[src/common/commit_pkg.sv]
// Shared types of the commit stage: result words, register indices, tags and buffer payloads

package commit_pkg;

    // ======================================================================
    // Scalar widths
    // ======================================================================

    // Number of execution lanes, and so of commit buffers
    // The datapath is written for exactly two
    localparam int N_LANES = 2;

    // One integer result as produced by an execution lane
    typedef logic [31:0] data_word_t;

    // Architectural register index, register 0 is hardwired to zero
    typedef logic [4:0] reg_addr_t;

    // Reorder buffer tag that names one instruction in flight
    typedef logic [5:0] rob_tag_t;

    // ======================================================================
    // Structured payloads
    // ======================================================================

    // Instruction identity that travels beside each result
    typedef struct packed {
        rob_tag_t  rob_tag;
        reg_addr_t reg_dest;
    } instr_packet_t;

    // One buffer slot, which is also the write-back payload
    typedef struct packed {
        data_word_t    result;
        instr_packet_t ipacket;
    } commit_entry_t;

    // Answer to one forwarding lookup from the issue stage
    typedef struct packed {
        data_word_t value;
        logic       valid;
    } fwd_reply_t;

endpackage : commit_pkg

[src/forward_select.sv]
// Forwarding merge that picks the valid answer of the two commit buffers per source port

module forward_select
    import commit_pkg::*;
(
    // Answers from buffer 0 and buffer 1
    input  fwd_reply_t [1:0] reply_a_i,
    input  fwd_reply_t [1:0] reply_b_i,

    // Merged answers to the issue stage
    output fwd_reply_t [1:0] fwd_o
);

    // Cross-invalidation keeps at most one valid copy of a nonzero register
    // Both buffers answer register 0, and lane 0 is taken then
    always_comb begin
        for (int p = 0; p < 2; p++) begin
            if (reply_a_i[p].valid) begin
                fwd_o[p] = reply_a_i[p];
            end else if (reply_b_i[p].valid) begin
                fwd_o[p] = reply_b_i[p];
            end else begin
                // Neither buffer holds the register, the issue stage
                // must read it from the register file
                fwd_o[p].value = '0;
                fwd_o[p].valid = 1'b0;
            end
        end
    end

endmodule : forward_select

[config.mk]
export PLATFORM = sky130hd
export DESIGN_NAME = forward_select
export DESIGN_NICKNAME = d
export VERILOG_FILES = /design/src/common/commit_pkg.sv /design/src/forward_select.sv
export SDC_FILE = /design/constraint.sdc
export NUM_CORES = 1
export LEC_CHECK = 0
export BUFFER_PORTS_ARGS = -buffer_cell sky130_fd_sc_hd__buf_4
export CAP_MARGIN = 10
export CORE_AREA = 3 3 75 77
export DETAILED_ROUTE_END_ITERATION = 16
export DIE_AREA = 0 0 78 80
export SLEW_MARGIN = 20
export SYNTH_ARGS = -nofsm -noshare
export SYNTH_HDL_FRONTEND = slang
export SYNTH_SLANG_ARGS = --single-unit
[constraint.sdc]
create_clock -name vclk -period 1.1
set_input_delay 0.22 -clock vclk [all_inputs]
set_output_delay 0.22 -clock vclk [all_outputs]
set_load 0.03 [all_outputs]
* Word level (Yosys, flattened, before mapping) *
Index checks and enable logic that the tools add are counted.

cells by class
  reductions and logical operators = 0
  bitwise gates (word level) = 0
  shift-type cells = 0
  divide/modulo/power cells = 0
  $lt $le $gt $ge = 0
  multiply operators = 0
  eq/ne operators = 0
  mux-type cells = 4
  add/sub/neg operators = 0

operators with widths
  cell      number
  $mux W33  4

word-level totals
  word-level logic and storage cells = 4
  memory bits (writable) = 0
  bits of input ports = 132
  output and inout port bits = 66
  bits in latches = 0
  bits in read-only memories = 0
  memories = 0
  flip-flop bits (word level) = 0

* Depth between registers and ports, before layout *
Gate-level depths: netlist of run 1.

  depth in word-level cells = 2
  depth in mapped cells = 4

* Least setup slack after synthesis of run 1 *
OpenSTA, ideal clock, no wires.

  kind = input -> output
  start point = input reply_a_i[0] (netlist name)
  end point = output fwd_o[28] (netlist name)
  setup slack = -0.088 ns
  stages = 3
  arrival time = 0.968 ns
  data required time = 0.880 ns
  buffers on the path = 2
  path through = buf_6 > buf_2 > o21ai_1

RTL lines
  element      RTL line              text
  from (decl)  forward_select.sv:7   input fwd_reply_t [1:0] reply_a_i,
  to (decl)    forward_select.sv:11  output fwd_reply_t [1:0] fwd_o

==> results.py, run 1 <==
metrics = {
    "outcome": {
        "outcome": "finished with violations",
        "violations": "negative setup slack",
    },
    "drt": {
        "wl_met3_um": 224,
        "drc_errors": 0,
        "drt-met1-wl_um": 2420,
        "wl_per_cell_um": 19.4,
        "final_antenna_net_count": 0,
        "top_layer_used": "met4",
        "wl_um": 6980,
        "routed_via_density": 4.49,
        "wl_met2_um": 4160,
        "vias": 1611,
        "drtIter0Drc": 30,
        "first_pass_iters": 4,
    },
    "timing": {
        "hold_viol": 0,
        "worst_pin_slew_ps": 133,
        "setup_violations": 61,
        "slew_headroom_pct": 91.1,
        "fin_tns_setup_ps": -3350,
        "rsz0062_at_grt": "true",
        "slew_violations": 0,
        "fin_ws_ps": -74.6,
        "finalCritPeriodShare_pct": 107,
        "fin_crit_ps": 1170,
        "fmax_mhz": 851,
    },
    "placement": {
        "placed_cells": 346,
        "dp_hpwl_um": 4790,
        "port_buffers": 198,
        "globalplace.congestion": 0.840,
    },
    "cells_and_area": {
        "seq_cells": 0,
        "final_util_pct": 59.6,
        "clkbuf_count": 0,
        "multi_input_area_um2": 911,
        "synthToLayoutAreaGrowth_pct": 313,
        "fin_nets": 423,
        "n_fill_cell": 476,
        "regArea_um2": 0,
        "final_cells": 359,
        "drive_above_1_share_pct": 96.9,
        "n_antenna_cell": 0,
    },
    "die": {
        "core-area_mm2": 0.00507,
        "initial_core_util_pct": 14.4,
        "io_pins": 198,
        "die_w_um": 78,
        "placementRows": 26,
        "die_area_mm2": 0.00624,
        "dieHeight_um": 80,
    },
    "global_route": {
        "grt_pass1_vias": 1617,
        "antenna_found_initial": 0,
        "grt_max_degree": 19,
        "grt_pass1_wl_um": 9320,
        "grt.overflow.total": 0,
        "grtUsageTotal_pct": 18.9,
    },
    "setup_path": {
        "cp-start-kind": "input port",
        "crit_path_max_incr_delay_ps": 220,
        "worstSetupEndpointType": "primary output",
        "required_ps": 880,
        "crit_slowest_cell": "a22o_4",
        "worstPathCellList": "buf_6 -> nor2b_4 -> buf_12 -> a22o_4 -> buf_6",
        "criticalPathCategory": "input port to primary output",
        "worstPathArrival_ps": 950,
        "path_common_cell": "buf_6",
        "crit_path_max_fanout": 14,
        "path_buf_inv": 3,
        "cp_top_family": "buffers and inverters",
    },
    "logic_synthesis": {
        "syn_avg_cell_area_um2": 8.32,
        "synth_cells": 88,
        "syn_nets": 220,
        "synthTopCellsByArea": "a22o_1, buf_6, buf_2",
        "synth.top_cell.area_share_pct": 73.0,
        "yosys.area.top_type": "a22o_1",
        "syn_area_um2": 732,
        "ys_top_cells_by_count": "a22o_1, buf_6, buf_2, nand2_1, o21ai_1",
        "ys_seq_area_share_pct": 0,
        "synthDistinctLibCells": 7,
        "synth_most_common_cell": "a22o_1",
        "yosysWarnings": 0,
    },
    "power_and_ir_drop": {
        "powerDensity_mw_per_mm2": 571,
        "finalPower_w": 0.00173,
        "leakagePower_nw": 1.57,
        "vdd_drop_max_mv": 0.265,
    },
    "worst_hold_path": {
        "hold_class": "input port to primary output",
        "min_to": "fwd_o[22]",
        "holdCritStartpoint": "reply_b_i[22]",
        "holdPathStages": 3,
    },
    "flow_run": {
        "drv_cap": 0,
    },
    "cts": {
        "cts_hold_buf": 0,
    },
}
## metrics by stage
stage	hold slack [ps]	cell area, µm²	setup slack (ps)
after global routing	750	3030	-84.3
final	743	3030	-74.6
after detailed placement	768	2290	-433
after global placement	763	2290	-452
after floorplan	607	811	-87.7
after CTS	746	2850	-60.9
## worst max path at each step
stage / from / to / cells past startpoint
after CTS: reply_b_i[33] / fwd_o[34] / 5
after global routing: reply_a_i[33] / fwd_o[34] / 5
final: reply_b_i[33] / fwd_o[47] / 5
after detailed placement: reply_a_i[0] / fwd_o[24] / 4
after global placement: reply_a_i[33] / fwd_o[47] / 4
after floorplan: reply_a_i[0] / fwd_o[28] / 3
## worst min-delay path: stages
cell and delay, ps:
buf_4 80, a22o_4 100, buf_6 120
## cell type report
cell class | count | area share (%)
multi-input combinational | 76 | 30.1
timing repair buffer | 213 | 67.0
tap | 70 | 2.89
## report_power, final
group	switching [W]	total, W	internal [W]
clock network	0	0	0
logic	0.000765	0.00173	0.000962
registers	0	0	0
## layout by cell type (no fill, tap or decap), drive strengths merged
cell / count
o21ai: 3
buf: 212
clkbuf: 1
nand2: 6
or2: 2
a22o: 61
nor2b: 4
## per-layer routing
| metal | up-vias | track usage (%) |
|---|---|---|
| met3 | 12 | 2.03 |
| met4 | 0 | 5.07 |
| met2 | 60 | 37.1 |
| met5 | - | 0 |
| met1 | 757 | 21.3 |
| li1 | 782 | - |
## repair_timing
item / in CTS / in global routing
endpoints found under the setup margin: 66 / 62
setup buffers: 7 / 1
pin swaps: 2 / 2
gates cloned: 5 / 1
gates resized for setup: 93 / 21
## logic make-up after synthesis
group,after synthesis,share of synthesized area [%]
compound gates,64,75.0
buf+inv,14,16.4
simple gates,10,8.55
(Power assumes the default switching activity.)
==> run 2: changes to the inputs <==
--- a/config.mk
+++ b/config.mk
@@ -10,6 +10,7 @@
 export CORE_AREA = 3 3 75 77
 export DETAILED_ROUTE_END_ITERATION = 16
 export DIE_AREA = 0 0 78 80
+export PLACE_DENSITY = 0.63
 export SLEW_MARGIN = 20
 export SYNTH_ARGS = -nofsm -noshare
 export SYNTH_HDL_FRONTEND = slang
==> run 2 against run 1 <==
  * The flow still finishes with violations (negative setup slack)
  * Critical path depth unchanged
  * Power up 1.5%
  * Routed wire length down 2.3%
==> results.py, run 2 (synthesis gave the netlist of run 1 again) <==
metrics = {
    "die": {
        "core-area_mm2": 0.00507,
        "die_area_mm2": 0.00624,
        "placementRows": 26,
        "io_pins": 198,
        "initial_core_util_pct": 14.4,
        "dieHeight_um": 80,
        "die_w_um": 78,
    },
    "cells_and_area": {
        "multi_input_area_um2": 986,
        "clkbuf_count": 0,
        "regArea_um2": 0,
        "n_fill_cell": 454,
        "final_cell_mix": "buf_4, buf_6, a22o_4",
        "drive_above_1_share_pct": 96.9,
        "layout_commonest_cell": "buf_4",
        "final_util_pct": 61.1,
        "synthToLayoutAreaGrowth_pct": 323,
        "seq_cells": 0,
        "fin_nets": 426,
        "n_antenna_cell": 0,
        "final_cells": 362,
    },
    "placement": {
        "dp_worst_setup_slack_ps": -432,
        "globalplace.congestion": 0.746,
        "placed_cells": 347,
        "dp_hpwl_um": 4680,
        "port_buffers": 198,
    },
    "setup_path": {
        "worstPathCellList": "buf_12 -> nor2b_4 -> buf_12 -> a22o_2 -> buf_6",
        "crit_slowest_cell": "nor2b_4",
        "cp-start-kind": "input port",
        "path_common_cell": "buf_12",
        "cp_top_family": "buffers and inverters",
        "worstPathArrival_ps": 980,
        "crit_path_max_fanout": 11,
        "path_buf_inv": 3,
        "crit_path_max_incr_delay_ps": 190,
        "worstSetupEndpointType": "primary output",
        "required_ps": 880,
        "criticalPathCategory": "input port to primary output",
    },
    "drt": {
        "final_antenna_net_count": 0,
        "routed_via_density": 4.60,
        "drtIter0Drc": 40,
        "wl_per_cell_um": 18.8,
        "drc_errors": 0,
        "vias": 1666,
        "first_pass_iters": 4,
        "wl_um": 6820,
    },
    "timing": {
        "fin_crit_ps": 1200,
        "finalCritPeriodShare_pct": 110,
        "setup_violations": 61,
        "hold_viol": 0,
        "fin_ws_ps": -105,
        "slew_headroom_pct": 86.2,
        "slew_violations": 0,
        "rsz0062_at_grt": "true",
        "worst_pin_slew_ps": 208,
        "fmax_mhz": 830,
    },
    "global_route": {
        "grt_max_degree": 24,
        "grt.overflow.total": 0,
        "antenna_found_initial": 0,
        "grt_pass1_vias": 1730,
        "grt_pass1_wl_um": 9160,
        "grtUsageTotal_pct": 18.1,
    },
    "worst_hold_path": {
        "hold_class": "input port to primary output",
        "holdCritStartpoint": "reply_b_i[38]",
        "holdPathStages": 3,
        "min_to": "fwd_o[38]",
    },
    "outcome": {
        "outcome": "finished with violations",
        "violations": "negative setup slack",
    },
    "cts": {
        "cts_hold_buf": 0,
    },
    "flow_run": {
        "drv_cap": 0,
    },
    "power_and_ir_drop": {
        "leakagePower_nw": 1.61,
        "vdd_drop_max_mv": 0.346,
        "powerDensity_mw_per_mm2": 566,
    },
}
## run 2: final cells by class
cell class	instances	share of cell area, %
timing repair buffer	216	65.4
tap	70	2.83
multi-input combinational	76	31.8
## run 2: routing by layer
metal	GRT usage, %	share of wire [%]
met1	20.1	34
met2	35.4	58
met3	3.16	6.0
met4	4.20	2.4
met5	0	0
## run 2: tightest hold or removal path: stages
cell    delay (ps)
buf_4           80
a22o_4         100
buf_6          120
## run 2: power by group
part | switching, W | internal, W
combinational | 0.000774 | 0.000979
sequential | 0 | 0
clock | 0 | 0
## run 2: through the flow
step | total power (W) | hold WS, ps | TNS, ps | cell area (µm²)
floorplan | 0.000697 | 607 | -175 | 811
finish | 0.00175 | 743 | -3540 | 3100
CTS | 0.00163 | 746 | -2650 | 2860
global route | 0.00183 | 749 | -4450 | 3100
global placement | 0.00133 | 759 | -25730 | 2300
detailed placement | 0.00134 | 765 | -25920 | 2300
## run 2: worst max path at each step
stage,to,slack [ps],start,cells after the start
2_1_floorplan,fwd_o[28],-90,reply_a_i[0],3
3_3_place_gp,fwd_o[54],-440,reply_a_i[33],4
3_5_place_dp,fwd_o[62],-430,reply_a_i[33],4
4_1_cts,fwd_o[62],-60,reply_b_i[33],5
5_1_grt,fwd_o[48],-130,reply_a_i[33],5
6_report,fwd_o[48],-100,reply_a_i[33],5
## run 2: timing repair
item                                    CTS  global route
endpoints found under the setup margin   64            62
gates cloned                              4             1
buffers inserted                         10             0
gates resized for setup                  96            30
pin swaps                                 1             1
