### config.mk
export PLATFORM = sky130hd
export DESIGN_NAME = commit_buffer
export DESIGN_NICKNAME = d
export VERILOG_FILES = /design/src/common/commit_pkg.sv /design/src/commit_buffer/commit_buffer.sv
export SDC_FILE = /design/constraint.sdc
export NUM_CORES = 2
export LEC_CHECK = 0
export BUFFER_PORTS_ARGS = -buffer_cell sky130_fd_sc_hd__buf_2
export CORE_MARGIN = 1
export CORE_UTILIZATION = 30
export CTS_CLUSTER_SIZE = 24
export DETAILED_ROUTE_END_ITERATION = 8
export GPL_TIMING_DRIVEN = 0
export PLACE_DENSITY = 0.45
export RECOVER_POWER = 25
export SLEW_MARGIN = 20
export SYNTH_ARGS = -nofsm -noshare
export SYNTH_HDL_FRONTEND = slang
export SYNTH_SLANG_ARGS = --single-unit
### constraint.sdc
create_clock -name clk_i -period 5.2 [get_ports clk_i]
set_input_delay 0 -clock clk_i [delete_from_list [all_inputs] [get_ports clk_i]]
set_output_delay 0 -clock clk_i [all_outputs]
set_load 0.02 [all_outputs]
### src/common/commit_pkg.sv
// Shared types of the commit stage: result words, register indices, tags and buffer payloads

package commit_pkg;

    // ======================================================================
    // Scalar widths
    // ======================================================================

    // Number of execution lanes, and so of commit buffers
    // The datapath is written for exactly two
    localparam int N_LANES = 2;

    // One integer result as produced by an execution lane
    typedef logic [31:0] data_word_t;

    // Architectural register index, register 0 is hardwired to zero
    typedef logic [4:0] reg_addr_t;

    // Reorder buffer tag that names one instruction in flight
    typedef logic [5:0] rob_tag_t;

    // ======================================================================
    // Structured payloads
    // ======================================================================

    // Instruction identity that travels beside each result
    typedef struct packed {
        rob_tag_t  rob_tag;
        reg_addr_t reg_dest;
    } instr_packet_t;

    // One buffer slot, which is also the write-back payload
    typedef struct packed {
        data_word_t    result;
        instr_packet_t ipacket;
    } commit_entry_t;

    // Answer to one forwarding lookup from the issue stage
    typedef struct packed {
        data_word_t value;
        logic       valid;
    } fwd_reply_t;

endpackage : commit_pkg

### src/commit_buffer/commit_buffer.sv
// Per-lane commit buffer: result FIFO plus forwarding copies, tag table and validity bits

module commit_buffer
    import commit_pkg::*;
#(
    parameter int BUFFER_DEPTH = 8
) (
    input  logic                clk_i,
    input  logic                rst_n_i,
    input  logic                flush_i,

    // Push from the producer lane and pull from the commit arbiter
    input  logic                write_i,
    input  logic                read_i,
    input  data_word_t          result_i,
    input  instr_packet_t       ipacket_i,
    output commit_entry_t       head_o,

    // Cross-invalidation from the other lane's writes
    input  logic                invalidate_i,
    input  reg_addr_t           invalid_reg_i,

    // Forwarding lookups, one per issue source port
    input  reg_addr_t     [1:0] fwd_src_i,
    output fwd_reply_t    [1:0] fwd_o,

    // Status flags, both registered
    output logic                full_o,
    output logic                empty_o
);

    // Pointers wrap naturally because the depth is a power of two
    localparam int PTR_W  = $clog2(BUFFER_DEPTH);
    localparam int N_REGS = 2 ** $bits(reg_addr_t);

    typedef logic [PTR_W-1:0] buf_ptr_t;

    buf_ptr_t write_ptr_q;
    buf_ptr_t read_ptr_q;
    buf_ptr_t write_ptr_inc;
    buf_ptr_t read_ptr_inc;

    // A write that actually lands, flush discards writes in its own cycle
    logic push;

    assign push          = write_i && !flush_i;
    assign write_ptr_inc = write_ptr_q + 1'b1;
    assign read_ptr_inc  = read_ptr_q + 1'b1;

    // ======================================================================
    // FIFO pointers and status flags
    // ======================================================================

    always_ff @(posedge clk_i) begin
        if (!rst_n_i || flush_i) begin
            write_ptr_q <= '0;
            read_ptr_q  <= '0;
        end else begin
            if (write_i) begin
                write_ptr_q <= write_ptr_inc;
            end
            if (read_i) begin
                read_ptr_q <= read_ptr_inc;
            end
        end
    end

    // Flags only move when exactly one side is active
    // A simultaneous push and pull leaves the occupancy unchanged
    always_ff @(posedge clk_i) begin
        if (!rst_n_i || flush_i) begin
            full_o  <= 1'b0;
            empty_o <= 1'b1;
        end else begin
            if (read_i && !write_i) begin
                full_o  <= 1'b0;
                // Empty once the read pointer catches the write pointer
                empty_o <= (read_ptr_inc == write_ptr_q);
            end else if (write_i && !read_i) begin
                empty_o <= 1'b0;
                // Full once the write pointer wraps onto the read pointer
                full_o  <= (write_ptr_inc == read_ptr_q);
            end
        end
    end

    // ======================================================================
    // Result storage
    // ======================================================================

    commit_entry_t fifo_mem [BUFFER_DEPTH];

    always_ff @(posedge clk_i) begin
        if (push) begin
            fifo_mem[write_ptr_q] <= '{result: result_i, ipacket: ipacket_i};
        end
    end

    // The head is visible as soon as the slot is written
    assign head_o = fifo_mem[read_ptr_q];

    // ======================================================================
    // Forwarding state
    // ======================================================================

    // Tag of the newest instruction that wrote each destination
    rob_tag_t tag_mem [N_REGS];

    always_ff @(posedge clk_i) begin
        if (push) begin
            tag_mem[ipacket_i.reg_dest] <= ipacket_i.rob_tag;
        end
    end

    // Set while this buffer holds the newest uncommitted copy of a register
    logic [N_REGS-1:0] valid_q;
    logic [N_REGS-1:0] valid_d;

    // The entry leaving the buffer is the newest producer of its register
    logic pull_latest;

    assign pull_latest = read_i
        && (tag_mem[head_o.ipacket.reg_dest] == head_o.ipacket.rob_tag);

    // Later updates win on the same bit, so a new write survives the
    // retirement of the previous producer of the same register
    always_comb begin
        valid_d = valid_q;
        if (pull_latest) begin
            valid_d[head_o.ipacket.reg_dest] = 1'b0;
        end
        if (write_i) begin
            valid_d[ipacket_i.reg_dest] = 1'b1;
        end
        // The other lane now owns the newest copy of this register
        if (invalidate_i) begin
            valid_d[invalid_reg_i] = 1'b0;
        end
    end

    always_ff @(posedge clk_i) begin
        if (!rst_n_i || flush_i) begin
            valid_q <= '0;
        end else begin
            valid_q <= valid_d;
        end
    end

    // ======================================================================
    // Forwarding read ports
    // ======================================================================

    // One value copy per source port gives each lookup its own read port
    for (genvar p = 0; p < 2; p++) begin : gen_fwd_port
        data_word_t fwd_mem [N_REGS];

        always_ff @(posedge clk_i) begin
            if (push) begin
                fwd_mem[ipacket_i.reg_dest] <= result_i;
            end
        end

        // Register 0 always answers zero and is always valid
        always_comb begin
            if (fwd_src_i[p] == '0) begin
                fwd_o[p].value = '0;
                fwd_o[p].valid = 1'b1;
            end else begin
                fwd_o[p].value = fwd_mem[fwd_src_i[p]];
                fwd_o[p].valid = valid_q[fwd_src_i[p]];
            end
        end
    end

endmodule : commit_buffer

# Yosys cells after proc, flatten, opt, wreduce, memory -nomap -nowiden
# Memory sizes are Yosys's and may differ from the RTL's. A register that Yosys moved wholly into a read port is not among the register bits.
# Cells that the tools add are included.
# word_totals
ff_bits	40
mem_bits_rw	2584
in_bits	64
output_inout_bits	111
word_cells	64
n_memories	4
# memory_table
name	words	word_bits	read_ports	rd_ports_with_merged_regs	write_ports	line	source
gen_fwd_port[0].fwd_mem	32	32	1	0	1	commit_buffer.sv:155	data_word_t fwd_mem [N_REGS];
gen_fwd_port[1].fwd_mem	32	32	1	0	1	commit_buffer.sv:155	
fifo_mem	8	43	1	1	1	commit_buffer.sv:91	commit_entry_t fifo_mem [BUFFER_DEPTH];
tag_mem	32	6	1	0	1	commit_buffer.sv:107	rob_tag_t tag_mem [N_REGS];
# op_classes
add_sub_neg	2
order_cmp	8
n_eq_ne	3
muxes	21
bitwise	5
reduce_logical	16
# ops
op	n
two-way mux 32 bit	3
two-way mux 33 bit	2
AND 32 bit	2
NOT 32 bit	2
bitwise OR 32 bit	1
less-than comparator 5 x 6 -> 1 bit (second input constant)	5
demux 1 bit (select 5 bit)	3
greater-or-equal comparator 5 x 1 -> 1 bit (second input constant)	3
binary-select mux 1 bit (select 5 bit)	2
logical NOT 5 bit	2
two-way mux 1 bit	9
logical AND 1 bit	7
adder 3 x 1 -> 3 bit (second input constant)	2
== test 3 bit	2
== test 6 bit	1
two-way mux 3 bit	2
logical NOT 1 bit	4
nonzero test 2 bit	1
OR reduction 2 bit	1
logical OR 1 bit	1

# Logic depth before layout (Yosys ltp)
# logic_depth
ltp_word	11
mapped_depth	18
depth_no_buf	12

# Worst setup path after synthesis
# No wires, ideal clock.
# synth_timing
path_kind	register to register
from	register write_ptr_q[0]
to	memory fifo_mem[0][0] (netlist bit) (enable)
setup_time_ps	550
t_arrival_ps	4676
required_time_ps	4650
setup_slack_ps	-26
path_stages_with_launch	3
path_buffers	1
period_less_slack_ps	5226
cell_sequence	dfxtp_1 clkbuf_1 nor4_1
# synth_rtl
element	line	source
from (decl)	commit_buffer.sv:38	buf_ptr_t write_ptr_q;
from (signal assigned)	commit_buffer.sv:60	write_ptr_q <= write_ptr_inc;
to (decl)	commit_buffer.sv:91	
# No word-level cell before the write port.

==> run metrics <==
Synthesized Nets between 3,000 and 4,000; Syn Inst Count 3,408; PortBufs approximately 170; Async S/R FF share, synth 0; grt ovf 0; area occupied by multi-input gates 0.02215 sq mm; Std-Cell Core Area between 0.2 and 0.25 sq mm; failing checks max-capacitance violations, max-slew violations; Crit path arrival time 5690 ps; synthesized area slightly above 0.07 sq mm; Required @ worst endpoint ~5900 ps; Seq pwr share 0.499; htree depth 4; number of core rows roughly 180; CTS buffer count between 150 and 200; Seq cells post-synth between 1,500 and 2,000; initial antenna violation count 18; fill count about 21,000; Post-synth top flop edfxtp_1; iteration count of the initial detailed-routing pass 7; Sw Ratio 0.2392; count of flip-flops with a built-in enable after synthesis approximately 1,600; worst rel slew slack -0.4903; Hold WS 55.24 ps; min Tclk post-route approximately 5000 ps; nets between 4,000 and 5,000; crit end category register; Total GRT Usage 0.2106; Synth area leader edfxtp_1; Die Height roughly 490 um; maximum VDD drop between 0.2 and 0.3 mV; top-count cell post-synth edfxtp_1; top post-synthesis cells by count edfxtp_1 (1,560), mux4_2 (738), nor2_1 (178); P_int 21.81 mW; GR peak layer met2; final worst-path cycle share 0.9696; CTS root buf clkbuf_16; pwr/cell area 338.8 mW/mm^2; Avg Cell Area, Syn 20.72 sq um; part of the power in the clock network 0.412; WL final 250.8 mm; crit path kind reg2reg; final hold vios 0; unrepaired setup endpoints after global routing false; detailed-route via count 39,460; vias in the first global route approximately 40,000; top cell type's share of synthesized area 0.6634; switching pwr 6.856 mW; detailed-route wire length per cell around 35 um; WHS Path Cells 2; Clock Pin Slew Worst Setup and Hold Paths around 60 ps; max-cap violations 23; first-pass GRT wire length around 340 mm; sequential-to-total area share from yosys stat 0.6756; Final Util 0.3628; status finished with violations; GPL Wtd Cong slightly above 0.8; worst skew pair latency 830 ps; Layout area overhead 19.83%; Setup Skew slightly above 30 ps; GRT met3 Usage 0.03604; die area roughly 0.24 sq mm; min-delay worst type in2reg; Die W 487.2 um; YS warnings 0; CP Launch Type register; Comb power frac 0.089; f_max slightly below 200 MHz; DP HPWL around 170 mm; leakage power figure roughly 27 nW; TritonCTS clock tree done; drc violations 0; top post-synthesis cells by area edfxtp_1 (66%), mux4_2 (24%), mux2i_1 (1.9%); met2 usage 0.3413; M1 GR Usage 0.2882; Final Max Tran Viols 946; final setup fails 0; largest net degree at the start of global routing about 40; Reg area roughly 0.048 sq mm; ANT nets after route 0; clk buf depth 3; FF-to-FF path depth 17; Netlist cell types 72; number of DRC markers in iteration 0 4,519; Initial Util 0.3028; Boundary Pins approximately 180; CP max FO 10; Worst Tran Pin Value around 2200 ps; DR vias/cell about 5.5; Sink Count 1,603; layout cell share with drive strength beyond 1 0.3609
metrics by stage:
step,setup WS (ps),area (sq um),power [mW],cells,setup TNS (ps)
final,158.0,84610,28.66,7239,0
after global routing,16.77,84590,29.50,7231,0
after CTS,18.39,84540,28.94,7223,0
after detailed placement,-45.51,78650,17.10,6846,-72.08
after global placement,-5764,75370,17.05,6707,-2966930
after floorplan,-26.00,70620,15.94,3408,-2236
power groups by stage:
stage	sequential (mW)	clock (mW)	combinational, mW
2_1_floorplan	14.6	0	1.37
3_5_place_dp	14.6	0	2.53
6_report	14.3	11.8	2.54
4_1_cts	14.3	12.1	2.57
3_3_place_gp	14.6	0	2.47
5_1_grt	14.3	12.5	2.66
registers in the layout, indices dropped and copies added, names as in the netlist, named ones only:
signal	cells
gen_fwd_port.fwd_mem	1024
fifo_mem	344
tag_mem	192
valid_q	32
read_ptr_q	3
write_ptr_q	3
empty_o	1
full_o	1
area by class of cell:
class,instances,area share
diodes,12,0.0003549
plain buffers,239,0.01359
clock buffers,226,0.05539
clock inverters,92,0.007305
inverters,13,0.0006358
multi-input cells,1553,0.2618
flip-flops and latches,1603,0.5638
well taps,3132,0.04631
repair buffers,369,0.05084
repair_timing:
item                                    in CTS  in global routing
endpoints found under the setup margin      10                 22
hold endpoints to repair                  1603                  0
hold buffers                                59                  0
buffers inserted                             0                  3
gates resized for setup                      0                  0
pin swaps                                    2                  4
cell families (layout without fill, tap and decap cells):
group	count (synthesis)	in the layout	share of synthesized area
mux	915	915	0.2613
other cells	0	12	0
simple gates	453	453	0.02950
flops	1603	1603	0.6756
compound gates	166	166	0.01573
fa+ha+maj	4	4	0.0007088
xor+xnor	15	15	0.001967
buf+inv	252	939	0.01526
routing by layer:
| metal | share of wire | vias to the layer above |
|---|---|---|
| met2 | 0.48 | 1668 |
| met1 | 0.43 | 21690 |
| li1 | - | 15780 |
| met5 | 0 | - |
| met3 | 0.066 | 321 |
| met4 | 0.030 | 0 |
cell usage in the layout (no fill, tap or decap), types with 36 or more instances in the layout:
cell type,instances
nor2_4,40
edfxtp_1,1560
nor2_1,138
dfxtp_1,43
mux4_2,738
buf_16,49
clkbuf_16,180
a21oi_1,43
o21ai_0,36
buf_2,211
dlygate4sd3_1,59
buf_12,70
clkbuf_1,156
clkinv_1,53
clkbuf_2,57
nand2_1,144
mux2i_1,137
mux2_2,37
critical path: stages, from the launching register on:
cell and delay, ps:
dfxtp_1 310, buf_2 240, buf_4 260, nor2_1 100
a22oi_4 340, nand2_4 150, inv_6 170, buf_8 170
buf_12 160, buf_2 330, nand2_1 110, a32oi_1 310
o32ai_1 210, a311oi_1 680, xnor2_1 210, nand3_2 260
nor4_4 620, a31oi_1 180
final timing paths:
kind | start | end | slack (ps)
max | register | valid_q[5] | 160
min | flush_i | fifo_mem[4][1] | 60
max reg2reg | register | valid_q[5] | 160
min reg2reg | empty_o | empty_o | 480
Note: power is estimated with default switching activity, not from simulation.
