===== src/common/commit_pkg.sv =====
// Shared types of the commit stage: result words, register indices, tags and buffer payloads

package commit_pkg;

    // ======================================================================
    // Scalar widths
    // ======================================================================

    // Number of execution lanes, and so of commit buffers
    // The datapath is written for exactly two
    localparam int N_LANES = 2;

    // One integer result as produced by an execution lane
    typedef logic [31:0] data_word_t;

    // Architectural register index, register 0 is hardwired to zero
    typedef logic [4:0] reg_addr_t;

    // Reorder buffer tag that names one instruction in flight
    typedef logic [5:0] rob_tag_t;

    // ======================================================================
    // Structured payloads
    // ======================================================================

    // Instruction identity that travels beside each result
    typedef struct packed {
        rob_tag_t  rob_tag;
        reg_addr_t reg_dest;
    } instr_packet_t;

    // One buffer slot, which is also the write-back payload
    typedef struct packed {
        data_word_t    result;
        instr_packet_t ipacket;
    } commit_entry_t;

    // Answer to one forwarding lookup from the issue stage
    typedef struct packed {
        data_word_t value;
        logic       valid;
    } fwd_reply_t;

endpackage : commit_pkg


===== src/commit_arbiter.sv =====
// Round-robin commit arbiter that pulls one buffer head per cycle into write-back

module commit_arbiter
    import commit_pkg::*;
(
    input  logic                        clk_i,
    input  logic                        rst_n_i,
    input  logic                        flush_i,

    // Buffer status and head entries
    input  logic          [N_LANES-1:0] empty_i,
    input  commit_entry_t [N_LANES-1:0] head_i,

    // Pull strobes back to the buffers
    output logic          [N_LANES-1:0] read_o,

    // Write-back port, always accepted
    output logic                        commit_valid_o,
    output commit_entry_t               commit_entry_o
);

    // Which buffer wins when both hold entries
    typedef enum logic {
        PRIO_BUF0 = 1'b0,
        PRIO_BUF1 = 1'b1
    } prio_t;

    prio_t prio_q;

    logic both_ready;

    assign both_ready = !empty_i[0] && !empty_i[1];

    // ======================================================================
    // Grant
    // ======================================================================

    // At most one strobe is raised, so the heads can be muxed directly
    always_comb begin
        read_o = '0;
        if (both_ready) begin
            read_o[prio_q] = 1'b1;
        end else if (!empty_i[0]) begin
            read_o[0] = 1'b1;
        end else if (!empty_i[1]) begin
            read_o[1] = 1'b1;
        end
    end

    assign commit_valid_o = |read_o;
    assign commit_entry_o = read_o[1] ? head_i[1] : head_i[0];

    // ======================================================================
    // Priority
    // ======================================================================

    // Priority only rotates on a contested cycle
    // A lone non-empty buffer is served without disturbing the order
    always_ff @(posedge clk_i) begin
        if (!rst_n_i || flush_i) begin
            prio_q <= PRIO_BUF0;
        end else if (both_ready) begin
            prio_q <= (prio_q == PRIO_BUF0) ? PRIO_BUF1 : PRIO_BUF0;
        end
    end

endmodule : commit_arbiter


===== config.mk =====
export PLATFORM = sky130hd
export DESIGN_NAME = commit_arbiter
export DESIGN_NICKNAME = d
export VERILOG_FILES = /design/src/common/commit_pkg.sv /design/src/commit_arbiter.sv
export SDC_FILE = /design/constraint.sdc
export NUM_CORES = 1
export LEC_CHECK = 0
export ABC_CLOCK_PERIOD_IN_PS = 3700
export CORE_AREA = 4 4 51 53
export CTS_BUF_LIST = sky130_fd_sc_hd__clkbuf_8
export DETAILED_ROUTE_END_ITERATION = 8
export DIE_AREA = 0 0 55 57
export DONT_BUFFER_PORTS = 1
export PLACE_DENSITY = 0.47
export SYNTH_ARGS = -nofsm -noshare
export SYNTH_HDL_FRONTEND = slang
export SYNTH_SLANG_ARGS = --single-unit

===== constraint.sdc =====
create_clock -name clk_i -period 3.7 [get_ports clk_i]
set_input_delay 0.37 -clock clk_i [delete_from_list [all_inputs] [get_ports clk_i]]
set_output_delay 0.37 -clock clk_i [all_outputs]
set_load 0.05 [all_outputs]

* Word level (Yosys, flattened, before mapping)
Index checks and enable logic that the tools add are counted.
** Word-level totals
- Bits in registers :: 1
- RAM bits :: 0
- Latch bits :: 0
- Input port bits :: 91
- Memories :: 0
- Bits in read-only memories :: 0
- Output and inout port bits :: 46
- Word-level logic and storage cells :: 18
** Cells by class
- Muxes and demuxes :: 8
- Reductions and logical operators :: 7
- Add/subtract/negate cells :: 0
- Shift operators :: 0
- $lt $le $gt $ge :: 2
- $mul :: 0
- Bitwise operators :: 0
- Eq/ne operators :: 0
- Div/mod/pow operators :: 0
** Operators with widths (number)
- $mux 43 :: 1
- $mux 1 :: 5
- $logic_not 1->1 :: 3
- $logic_and 1x1->1 :: 2
- $lt 1x2->1 const B :: 1
- $mux 2 :: 1
- $reduce_or 2->1 :: 1
- $demux 1 s1 :: 1
- $ge 1x1->1 const B :: 1
- $logic_or 1x1->1 :: 1

* Longest topological paths before layout
Gate-level depths: netlist of run 1.
- Depth in word-level cells :: 6
- Depth in mapped cells :: 3
- Depth with buffers taken out :: 2

* Worst setup path before layout of run 1
No wires, ideal clock.
- Path kind :: input to output
- From :: input empty_i[0]
- To :: output commit_entry_o[30] in the netlist's numbering
- Setup slack :: 2.075 ns
- Arrival time :: 1.255 ns
- Stages on the path :: 3
- Data required time :: 3.330 ns
- Path buffers :: 1
- Cells stage by stage :: o21bai_4 clkbuf_8 mux2_2
** RTL lines
- from (decl) :: line commit_arbiter.sv:11 : input logic [N_LANES-1:0] empty_i,
- to (decl) :: line commit_arbiter.sv:19 : output commit_entry_t commit_entry_o

==> results.yml, run 1 <==
timing:
  slew_headroom_pct: 25.4
  worst_slew_pin_slew_ns: 1.12
  fin_crit_sh_pct: 58.1
  timing.fmax_ghz: 0.465
  fin_hold_ws_ns: 0.511
  hold_viol_final: 0
  setup_viol: 0
  final.setup_skew_ns: 0
  rsz0062_at_grt: "no"
  timing.final.crit_period_ns: 2.15
  slew_violations: 0
  fin_setup_tns_ns: 0
route:
  firstDrtPassIters: 3
  vias: 483
  drtIter0Drc: 7
  drc: 0
  wl_per_cell_um: 23.2
  routed_via_density: 5.96
  antenna_left: 0
  routed_wl_mm: 1.88
placed_design:
  place_congestion: 0.572
  placed_area_sq_um: 609
  port_buffers: 0
finish:
  largest_reg_flops: 1
  regMostFlops: "prio_q"
  fin_area_sq_um: 609
  fillCellCount: 224
  nNetsFinal: 146
  n_antenna_cell: 0
  reg_top3: "prio_q: 1 flops"
  drive_above_1_share_pct: 84.9
  final_util_pct: 28.4
  synthToLayoutAreaGrowth_pct: -3.18
setup_path:
  startpoint: "prio_q"
  cp_slowest_cell: "o21bai_4"
  critPathRequiredTime_ns: 3.33
  worstPathCellList: "o21bai_4, mux2_2"
  cpPeakStageDelay_ns: 0.89
  end_kind: "output pin"
  path_buf_inv: 0
  r2r_start: "prio_q"
  critPathLaunchType: "flip-flop"
  crit_type: "flip-flop to output pin"
  critPathMaxFanout: 44
  critPathTopFamily: "compound AO/OA/AOI/OAI gates"
  crit_arrival_ns: 1.78
global_routing:
  grt_use_total_pct: 8.76
  grt_start_max_net_pins: 45
  overflow: 0
  antenna_found_initial: 0
  grt_pass1_vias: 476
  grt_pass1_wl_mm: 2.19
cts:
  cts_hold_buf: 0
  clkSlewWorstSetupHoldPaths_ns: 0
  cts_setup_buffers: 0
  worst_skew_pair.late_latency_ns: 0
  post_cts_resized: 0
run_status:
  outcome: "finished clean"
floorplan:
  fp.coreArea_sq_um: 2150
  die_y_um: 57
  fp.dieArea_sq_um: 3140
  row_count: 17
  io_pins: 137
  start_util_pct: 29.3
  dieWidth_um: 55
power:
  p_leak_nw: 0.227
  power_density_nw_per_um2: 371
  peakVddDrop_v: 0.000141
  total_power_mw: 0.226
synth:
  synth_cell_type_count: 11
  avgSynthCellArea_sq_um: 11.0
  ys_seq_area_share_pct: 3.18
  syn_nets: 148
  synth-seq-cells: 1
  syn-instance-count: 57
  yosys_warnings: 0
  syn_area_sq_um: 629
hold_path:
  hold_start: "rst_n_i"
  min_path_type: "primary input to flip-flop"
job:
  maxCapViolCount: 0
-- report_power, final --
part | internal, mW | total, mW | switching (mW)
registers | 0.0114 | 0.0118 | 0.000465
logic | 0.0441 | 0.214 | 0.170
clock network | 0 | 0 | 0
total | 0.0555 | 0.226 | 0.171
-- path summary, 6_finish.rpt --
kind,end,slack (ns),cells after the start
setup / recovery,commit_entry_o[13],1.55,2
hold / removal,prio_q,0.51,2
setup reg to reg,prio_q,2.67,2
hold reg to reg,prio_q,0.53,2
-- Yosys cell counts, drive strengths merged --
| library cell | number | share of area, % |
|---|---|---|
| o21ai | 1 | 0.79 |
| clkbuf | 4 | 8.7 |
| dfxtp | 1 | 3.2 |
| a21oi | 2 | 1.6 |
| mux2 | 43 | 79 |
| nand2 | 1 | 0.60 |
| nand2b | 1 | 0.99 |
| o21bai | 1 | 3.0 |
| inv | 2 | 1.2 |
| or3 | 1 | 1.2 |
-- cell type report --
cell class / count / area, sq um / area share (%)
flip-flops and latches: 1 / 20.0 / 3.29
multi-input cells: 50 / 547 / 89.7
inverters: 2 / 7.51 / 1.23
well taps: 28 / 35.0 / 5.75
-- cell usage in the layout (no fill, tap or decap) --
master / count
a21oi_1: 2
dfxtp_1: 1
inv_1: 2
mux2_2: 40
mux2_4: 3
nand2_1: 1
nand2b_1: 1
o21ai_0: 1
o21bai_4: 1
or3_2: 1
-- metal layers --
metal / part of all wire [%] / global-route usage (%) / vias to the layer above
met5: 0 / 0 / -
met4: 0 / 0 / 0
met3: 17 / 0.783 / 0
met2: 54 / 18.1 / 70
met1: 29 / 9.62 / 206
li1: - / - / 207
-- cell families after synthesis --
| group | count (synthesis) | share of synthesized area [%] |
|---|---|---|
| compound gates | 4 | 5.37 |
| mux | 43 | 78.7 |
| simple gates | 3 | 2.78 |
| flops | 1 | 3.18 |
| buf+inv | 6 | 9.94 |
-- metrics by stage --
step,std cells,worst slack [ns]
6_report,81,1.55
5_1_grt,81,1.38
4_1_cts,81,1.52
3_5_place_dp,81,1.53
3_3_place_gp,81,1.58
2_1_floorplan,57,2.07
No activity file was read; power rests on OpenSTA's default activity.
==> inputs of run 2 (changes only) <==
--- a/config.mk
+++ b/config.mk
@@ -5,7 +5,7 @@
 export SDC_FILE = /design/constraint.sdc
 export NUM_CORES = 1
 export LEC_CHECK = 0
-export ABC_CLOCK_PERIOD_IN_PS = 3700
+export ABC_CLOCK_PERIOD_IN_PS = 2100
 export CORE_AREA = 4 4 51 53
 export CTS_BUF_LIST = sky130_fd_sc_hd__clkbuf_8
 export DETAILED_ROUTE_END_ITERATION = 8
==> constraint.sdc (replaced) <==
create_clock -name clk_i -period 2.1 [get_ports clk_i]
set_input_delay 0.21 -clock clk_i [delete_from_list [all_inputs] [get_ports clk_i]]
set_output_delay 0.21 -clock clk_i [all_outputs]
set_load 0.05 [all_outputs]
==> run 2 against run 1 <==
Compared with the run above:
- combinational power increased by 79%
- total power grew 79%
- die area did not move
- flip-flop and latch count did not move
- wire length grew 2.2%
- critical endpoint unchanged
- global-route usage shrank 0.31 points
- final area is 4.9% higher
- first-iteration DRC count stayed put
- hold slack worse by 0.16 ns
- largest power group unchanged
- cell count grew 4.9%
- core utilization rose by 1.4 points
- clock skew unchanged
==> results.yml, run 2 (synthesized netlist as in run 1, its figures left out) <==
finish:
  final_cell_mix: "mux2_2, buf_4, mux2_4, inv_1, a21oi_1"
  final_common_cell: "mux2_2"
  n_antenna_cell: 0
  regMostFlops: "prio_q"
  nNetsFinal: 150
  fillCellCount: 225
  largest_reg_flops: 1
  synthToLayoutAreaGrowth_pct: 1.59
  drive_above_1_share_pct: 86.0
  reg_top3: "prio_q: 1 flops"
route:
  routed_via_density: 5.88
  drc: 0
  vias: 500
  antenna_left: 0
  routed_wl_mm: 1.92
  drtIter0Drc: 7
  firstDrtPassIters: 2
  wl_per_cell_um: 22.6
cts:
  clkSlewWorstSetupHoldPaths_ns: 0
  worst_skew_pair.late_latency_ns: 0
  post_cts_resized: 0
  cts_setup_buffers: 0
  cts_hold_buf: 0
setup_path:
  critPathMaxFanout: 26
  path_buf_inv: 1
  cp_slowest_cell: "mux2_2"
  end_kind: "output pin"
  cpPeakStageDelay_ns: 0.51
  crit_type: "flip-flop to output pin"
  critPathLaunchType: "flip-flop"
  critPathTopFamily: "multiplexers"
  critPathRequiredTime_ns: 1.89
  worstPathCellList: "o21bai_4, buf_4, mux2_2"
  crit_arrival_ns: 1.31
power:
  power_density_nw_per_um2: 633
  p_leak_nw: 0.246
  peakVddDrop_v: 0.000245
hold_path:
  min_path_type: "primary input to flip-flop"
timing:
  fin_crit_sh_pct: 72.5
  timing.fmax_ghz: 0.657
  setup_viol: 0
  slew_violations: 0
  slew_headroom_pct: 69.6
  fin_setup_tns_ns: 0
  worst_slew_pin_slew_ns: 0.455
  rsz0062_at_grt: "no"
  hold_viol_final: 0
  timing.final.crit_period_ns: 1.52
  fin_hold_ws_ns: 0.346
  final.setup_skew_ns: 0
run_status:
  outcome: "finished clean"
placed_design:
  port_buffers: 0
  place_congestion: 0.598
  dp_hpwl_mm: 1.78
floorplan:
  fp.dieArea_sq_um: 3140
  dieWidth_um: 55
  io_pins: 137
  fp.coreArea_sq_um: 2150
  start_util_pct: 29.3
  row_count: 17
  die_y_um: 57
global_routing:
  overflow: 0
  antenna_found_initial: 0
  grt_pass1_vias: 475
  grt_pass1_wl_mm: 2.10
  grt_start_max_net_pins: 27
  grt_use_total_pct: 8.45
job:
  maxCapViolCount: 0
run 2: worst paths after layout:
path            from                 end  slack (ns)  cells past startpoint
max           prio_q  commit_entry_o[13]        0.58                      3
min          rst_n_i              prio_q        0.35                      2
max reg2reg   prio_q              prio_q        1.08                      2
min reg2reg   prio_q              prio_q        0.53                      2
run 2: area by class of cell:
cell class / instances / area (sq um) / area share (%)
multi-input combinational: 50 / 547 / 85.5
tap: 28 / 35.0 / 5.48
timing repair buffer: 4 / 30.0 / 4.70
sequential: 1 / 20.0 / 3.13
inverter: 2 / 7.51 / 1.17
run 2: metrics by stage:
| stage | area [sq um] | util [%] | worst slack [ns] | total power [mW] | cells |
|---|---|---|---|---|---|
| 3_3_place_gp | 639 | 29.8 | 0.587 | 0.407 | 85 |
| 2_1_floorplan | 629 | - | 0.640 | 0.397 | 57 |
| 5_1_grt | 639 | 29.8 | 0.525 | 0.414 | 85 |
| 4_1_cts | 639 | 29.8 | 0.570 | 0.407 | 85 |
| 3_5_place_dp | 639 | 29.8 | 0.579 | 0.405 | 85 |
| 6_report | 639 | 29.8 | 0.577 | 0.405 | 85 |
run 2: power breakdown:
| part | switching [mW] | total (mW) | internal (mW) | leakage [nW] |
|---|---|---|---|---|
| Combinational | 0.301 | 0.384 | 0.0826 | 0.237 |
| Clock | 0 | 0 | 0 | 0 |
| Sequential | 0.000840 | 0.0209 | 0.0201 | 0.00815 |
run 2: per-layer routing:
| layer | wire (um) | vias to the layer above | GRT usage, % | share of wire [%] |
|---|---|---|---|---|
| li1 | - | 213 | - | - |
| met1 | 591 | 217 | 9.76 | 31 |
| met2 | 997 | 70 | 17.1 | 52 |
| met3 | 330 | 0 | 0.522 | 17 |
| met4 | 0 | 0 | 0 | 0 |
| met5 | 0 | - | 0 | 0 |
==> inputs of run 3 (changes only) <==
--- a/config.mk
+++ b/config.mk
@@ -5,13 +5,14 @@
 export SDC_FILE = /design/constraint.sdc
 export NUM_CORES = 1
 export LEC_CHECK = 0
-export ABC_CLOCK_PERIOD_IN_PS = 2100
+export ABC_AREA = 1
+export ABC_CLOCK_PERIOD_IN_PS = 1350
 export CORE_AREA = 4 4 51 53
 export CTS_BUF_LIST = sky130_fd_sc_hd__clkbuf_8
 export DETAILED_ROUTE_END_ITERATION = 8
 export DIE_AREA = 0 0 55 57
 export DONT_BUFFER_PORTS = 1
-export PLACE_DENSITY = 0.47
+export PLACE_DENSITY = 0.53
 export SYNTH_ARGS = -nofsm -noshare
 export SYNTH_HDL_FRONTEND = slang
 export SYNTH_SLANG_ARGS = --single-unit
==> constraint.sdc (replaced) <==
create_clock -name clk_i -period 1.35 [get_ports clk_i]
set_input_delay 0.135 -clock clk_i [delete_from_list [all_inputs] [get_ports clk_i]]
set_output_delay 0.135 -clock clk_i [all_outputs]
set_load 0.05 [all_outputs]
==> run 3 against run 2 <==
Compared with the run above:
- largest power group unchanged
- clock skew unchanged
- global-route usage increased by 13 points
- synthesized cell count grew to 2.7 times the previous value
- hold slack worse by 0.050 ns
- critical endpoint is now commit_entry_o[19]
- wire length increased by 84%
- sequential share of layout area decreased by 1.9 points
- flip-flop and latch count unchanged
- sequential power up 56%
- cell count grew to 2.6 times the previous value
- first-iteration DRC count rose to 7.4 times the previous value
- combinational power increased to 3.2 times the previous value
- via count is 140% higher
==> results.yml, run 3 <==
synth:
  yosys.cell_count.top_type: "nand2_1"
  synth_cell_type_count: 14
  ys_async_sr_fraction_pct: 0
  avgSynthCellArea_sq_um: 4.66
  synth_enable_flop_cells: 0
  synthTopCellsByCount: "nand2_1, nand3_1, buf_4"
  yosys.area.top_type_share_pct: 45.5
  ys_seq_area_share_pct: 2.79
  ys.flop_type: "dfxtp_1"
  yosysTopAreaCell: "nand2_1"
  yosys_warnings: 0
  synth_area_leaders: "nand2_1, nand3_1, buf_4"
  syn-instance-count: 154
  synth-seq-cells: 1
  syn_area_sq_um: 718
  syn_nets: 245
hold_path:
  min_path_type: "primary input to flip-flop"
  hold_end: "prio_q"
  hold_start: "rst_n_i"
  min_path_cells: 2
floorplan:
  die_y_um: 57
  dieWidth_um: 55
  io_pins: 137
  fp.dieArea_sq_um: 3140
  row_count: 17
  fp.coreArea_sq_um: 2150
  start_util_pct: 33.4
power:
  p_leak_nw: 0.884
  total_power_mw: 1.25
  peakVddDrop_v: 0.000491
  power_density_nw_per_um2: 756
cts:
  cts_setup_buffers: 0
  clkSlewWorstSetupHoldPaths_ns: 0
  post_cts_resized: 0
  worst_skew_pair.late_latency_ns: 0
  cts_hold_buf: 0
route:
  wl_per_cell_um: 15.9
  antenna_left: 0
  firstDrtPassIters: 4
  routed_via_density: 5.36
  routed_wl_mm: 3.53
  drc: 0
  vias: 1191
  drtIter0Drc: 52
timing:
  timing.fmax_ghz: 0.787
  timing.final.crit_period_ns: 1.27
  final.setup_skew_ns: 0
  hold_viol_final: 0
  setup_viol: 0
  rsz0062_at_grt: "no"
  slew_violations: 0
  fin_setup_tns_ns: 0
  slew_headroom_pct: 84.0
  fin_crit_sh_pct: 94.2
  worst_slew_pin_slew_ns: 0.237
finish:
  fin_area_sq_um: 1650
  reg_top3: "prio_q: 1 flops"
  regMostFlops: "prio_q"
  n_antenna_cell: 0
  largest_reg_flops: 1
  drive_above_1_share_pct: 29.4
  final_cell_mix: "nand2_1, buf_12, nand3_1, buf_4, inv_1"
  nNetsFinal: 287
  final_common_cell: "nand2_1"
  synthToLayoutAreaGrowth_pct: 129
global_routing:
  grt_use_total_pct: 21.1
  grtUsageMet1_pct: 21.5
  grt.busiest_layer: "met2"
  grt_pass1_wl_mm: 5.26
  grt_pass1_vias: 1264
  overflow: 0
  grt_start_max_net_pins: 24
  grtUsageMet2_pct: 43.1
  antenna_found_initial: 0
  met3_usage_pct: 3.66
placed_design:
  dp_hpwl_mm: 3.04
  placed_area_sq_um: 1650
  place_congestion: 0.729
  port_buffers: 0
setup_path:
  ff2ff_path_depth: 4
  reg2reg_to: "prio_q"
  critPathLaunchType: "flip-flop"
  end_kind: "output pin"
  critPathRequiredTime_ns: 1.22
  crit_arrival_ns: 1.14
  r2r_start: "prio_q"
  crit_type: "flip-flop to output pin"
  critPathMaxFanout: 22
  rrSetupSlack_ns: 0.40
job:
  maxCapViolCount: 0
run_status:
  outcome: "finished clean"
[run 3: cell types whose count changed after synthesis, sizes merged, moves of 2 or more]
| cell | previous run | this run |
|---|---|---|
| buf | 0 | 12 |
| clkbuf | 4 | 0 |
| inv | 2 | 4 |
| mux2 | 43 | 0 |
| nand2 | 1 | 88 |
| nand3 | 0 | 44 |
[run 3: area by class of cell]
type / instances / area (sq um)
multi-input cells: 137 / 599
repair buffers: 52 / 978
inverters: 4 / 15.0
flip-flops and latches: 1 / 20.0
well taps: 28 / 35.0
fillers: 151 / 500
[run 3: where the power goes]
part | switching [mW] | total (mW) | internal (mW)
Combinational | 0.683 | 1.21 | 0.530
Clock | 0 | 0 | 0
Sequential | 0.00146 | 0.0327 | 0.0312
Total | 0.684 | 1.25 | 0.561
[run 3: worst max path at each step]
stage               startpoint  slack, ns                  to
floorplan               prio_q       0.08           read_o[0]
global placement        prio_q       0.16  commit_entry_o[22]
detailed placement      prio_q       0.08  commit_entry_o[19]
CTS                     prio_q       0.08  commit_entry_o[19]
global route            prio_q       0.01  commit_entry_o[19]
finish                  prio_q       0.08  commit_entry_o[19]
[run 3: critical path, cell delays in order, from the launching register on]
cell and delay (ns):
dfxtp_1 0.39, inv_1 0.10, nand2_4 0.10, buf_12 0.16
nand3_1 0.10, nand2_1 0.13, buf_12 0.14
[run 3: routing by layer]
metal / share of wire [%] / wire length, um
met1: 33 / 1150
met2: 55 / 1930
met3: 11 / 404
met4: 1.2 / 41
met5: 0 / 0
[run 3: per-stage QoR]
step | worst slack [ns] | util, % | hold slack, ns | cells
floorplan | 0.0823 | - | 0.271 | 154
global placement | 0.157 | 76.7 | 0.277 | 222
detailed placement | 0.0756 | 76.7 | 0.290 | 222
CTS | 0.0751 | 76.7 | 0.294 | 222
global route | 0.0140 | 76.7 | 0.305 | 222
finish | 0.0789 | 76.7 | 0.296 | 222
[run 3: cells by family after synthesis]
logic type	after synthesis	share of synthesized area [%]
AO/OA/AOI/OAI	4	4.88
buffers and inverters	16	13.8
flip-flops	1	2.79
AND/OR/NAND/NOR	133	78.6
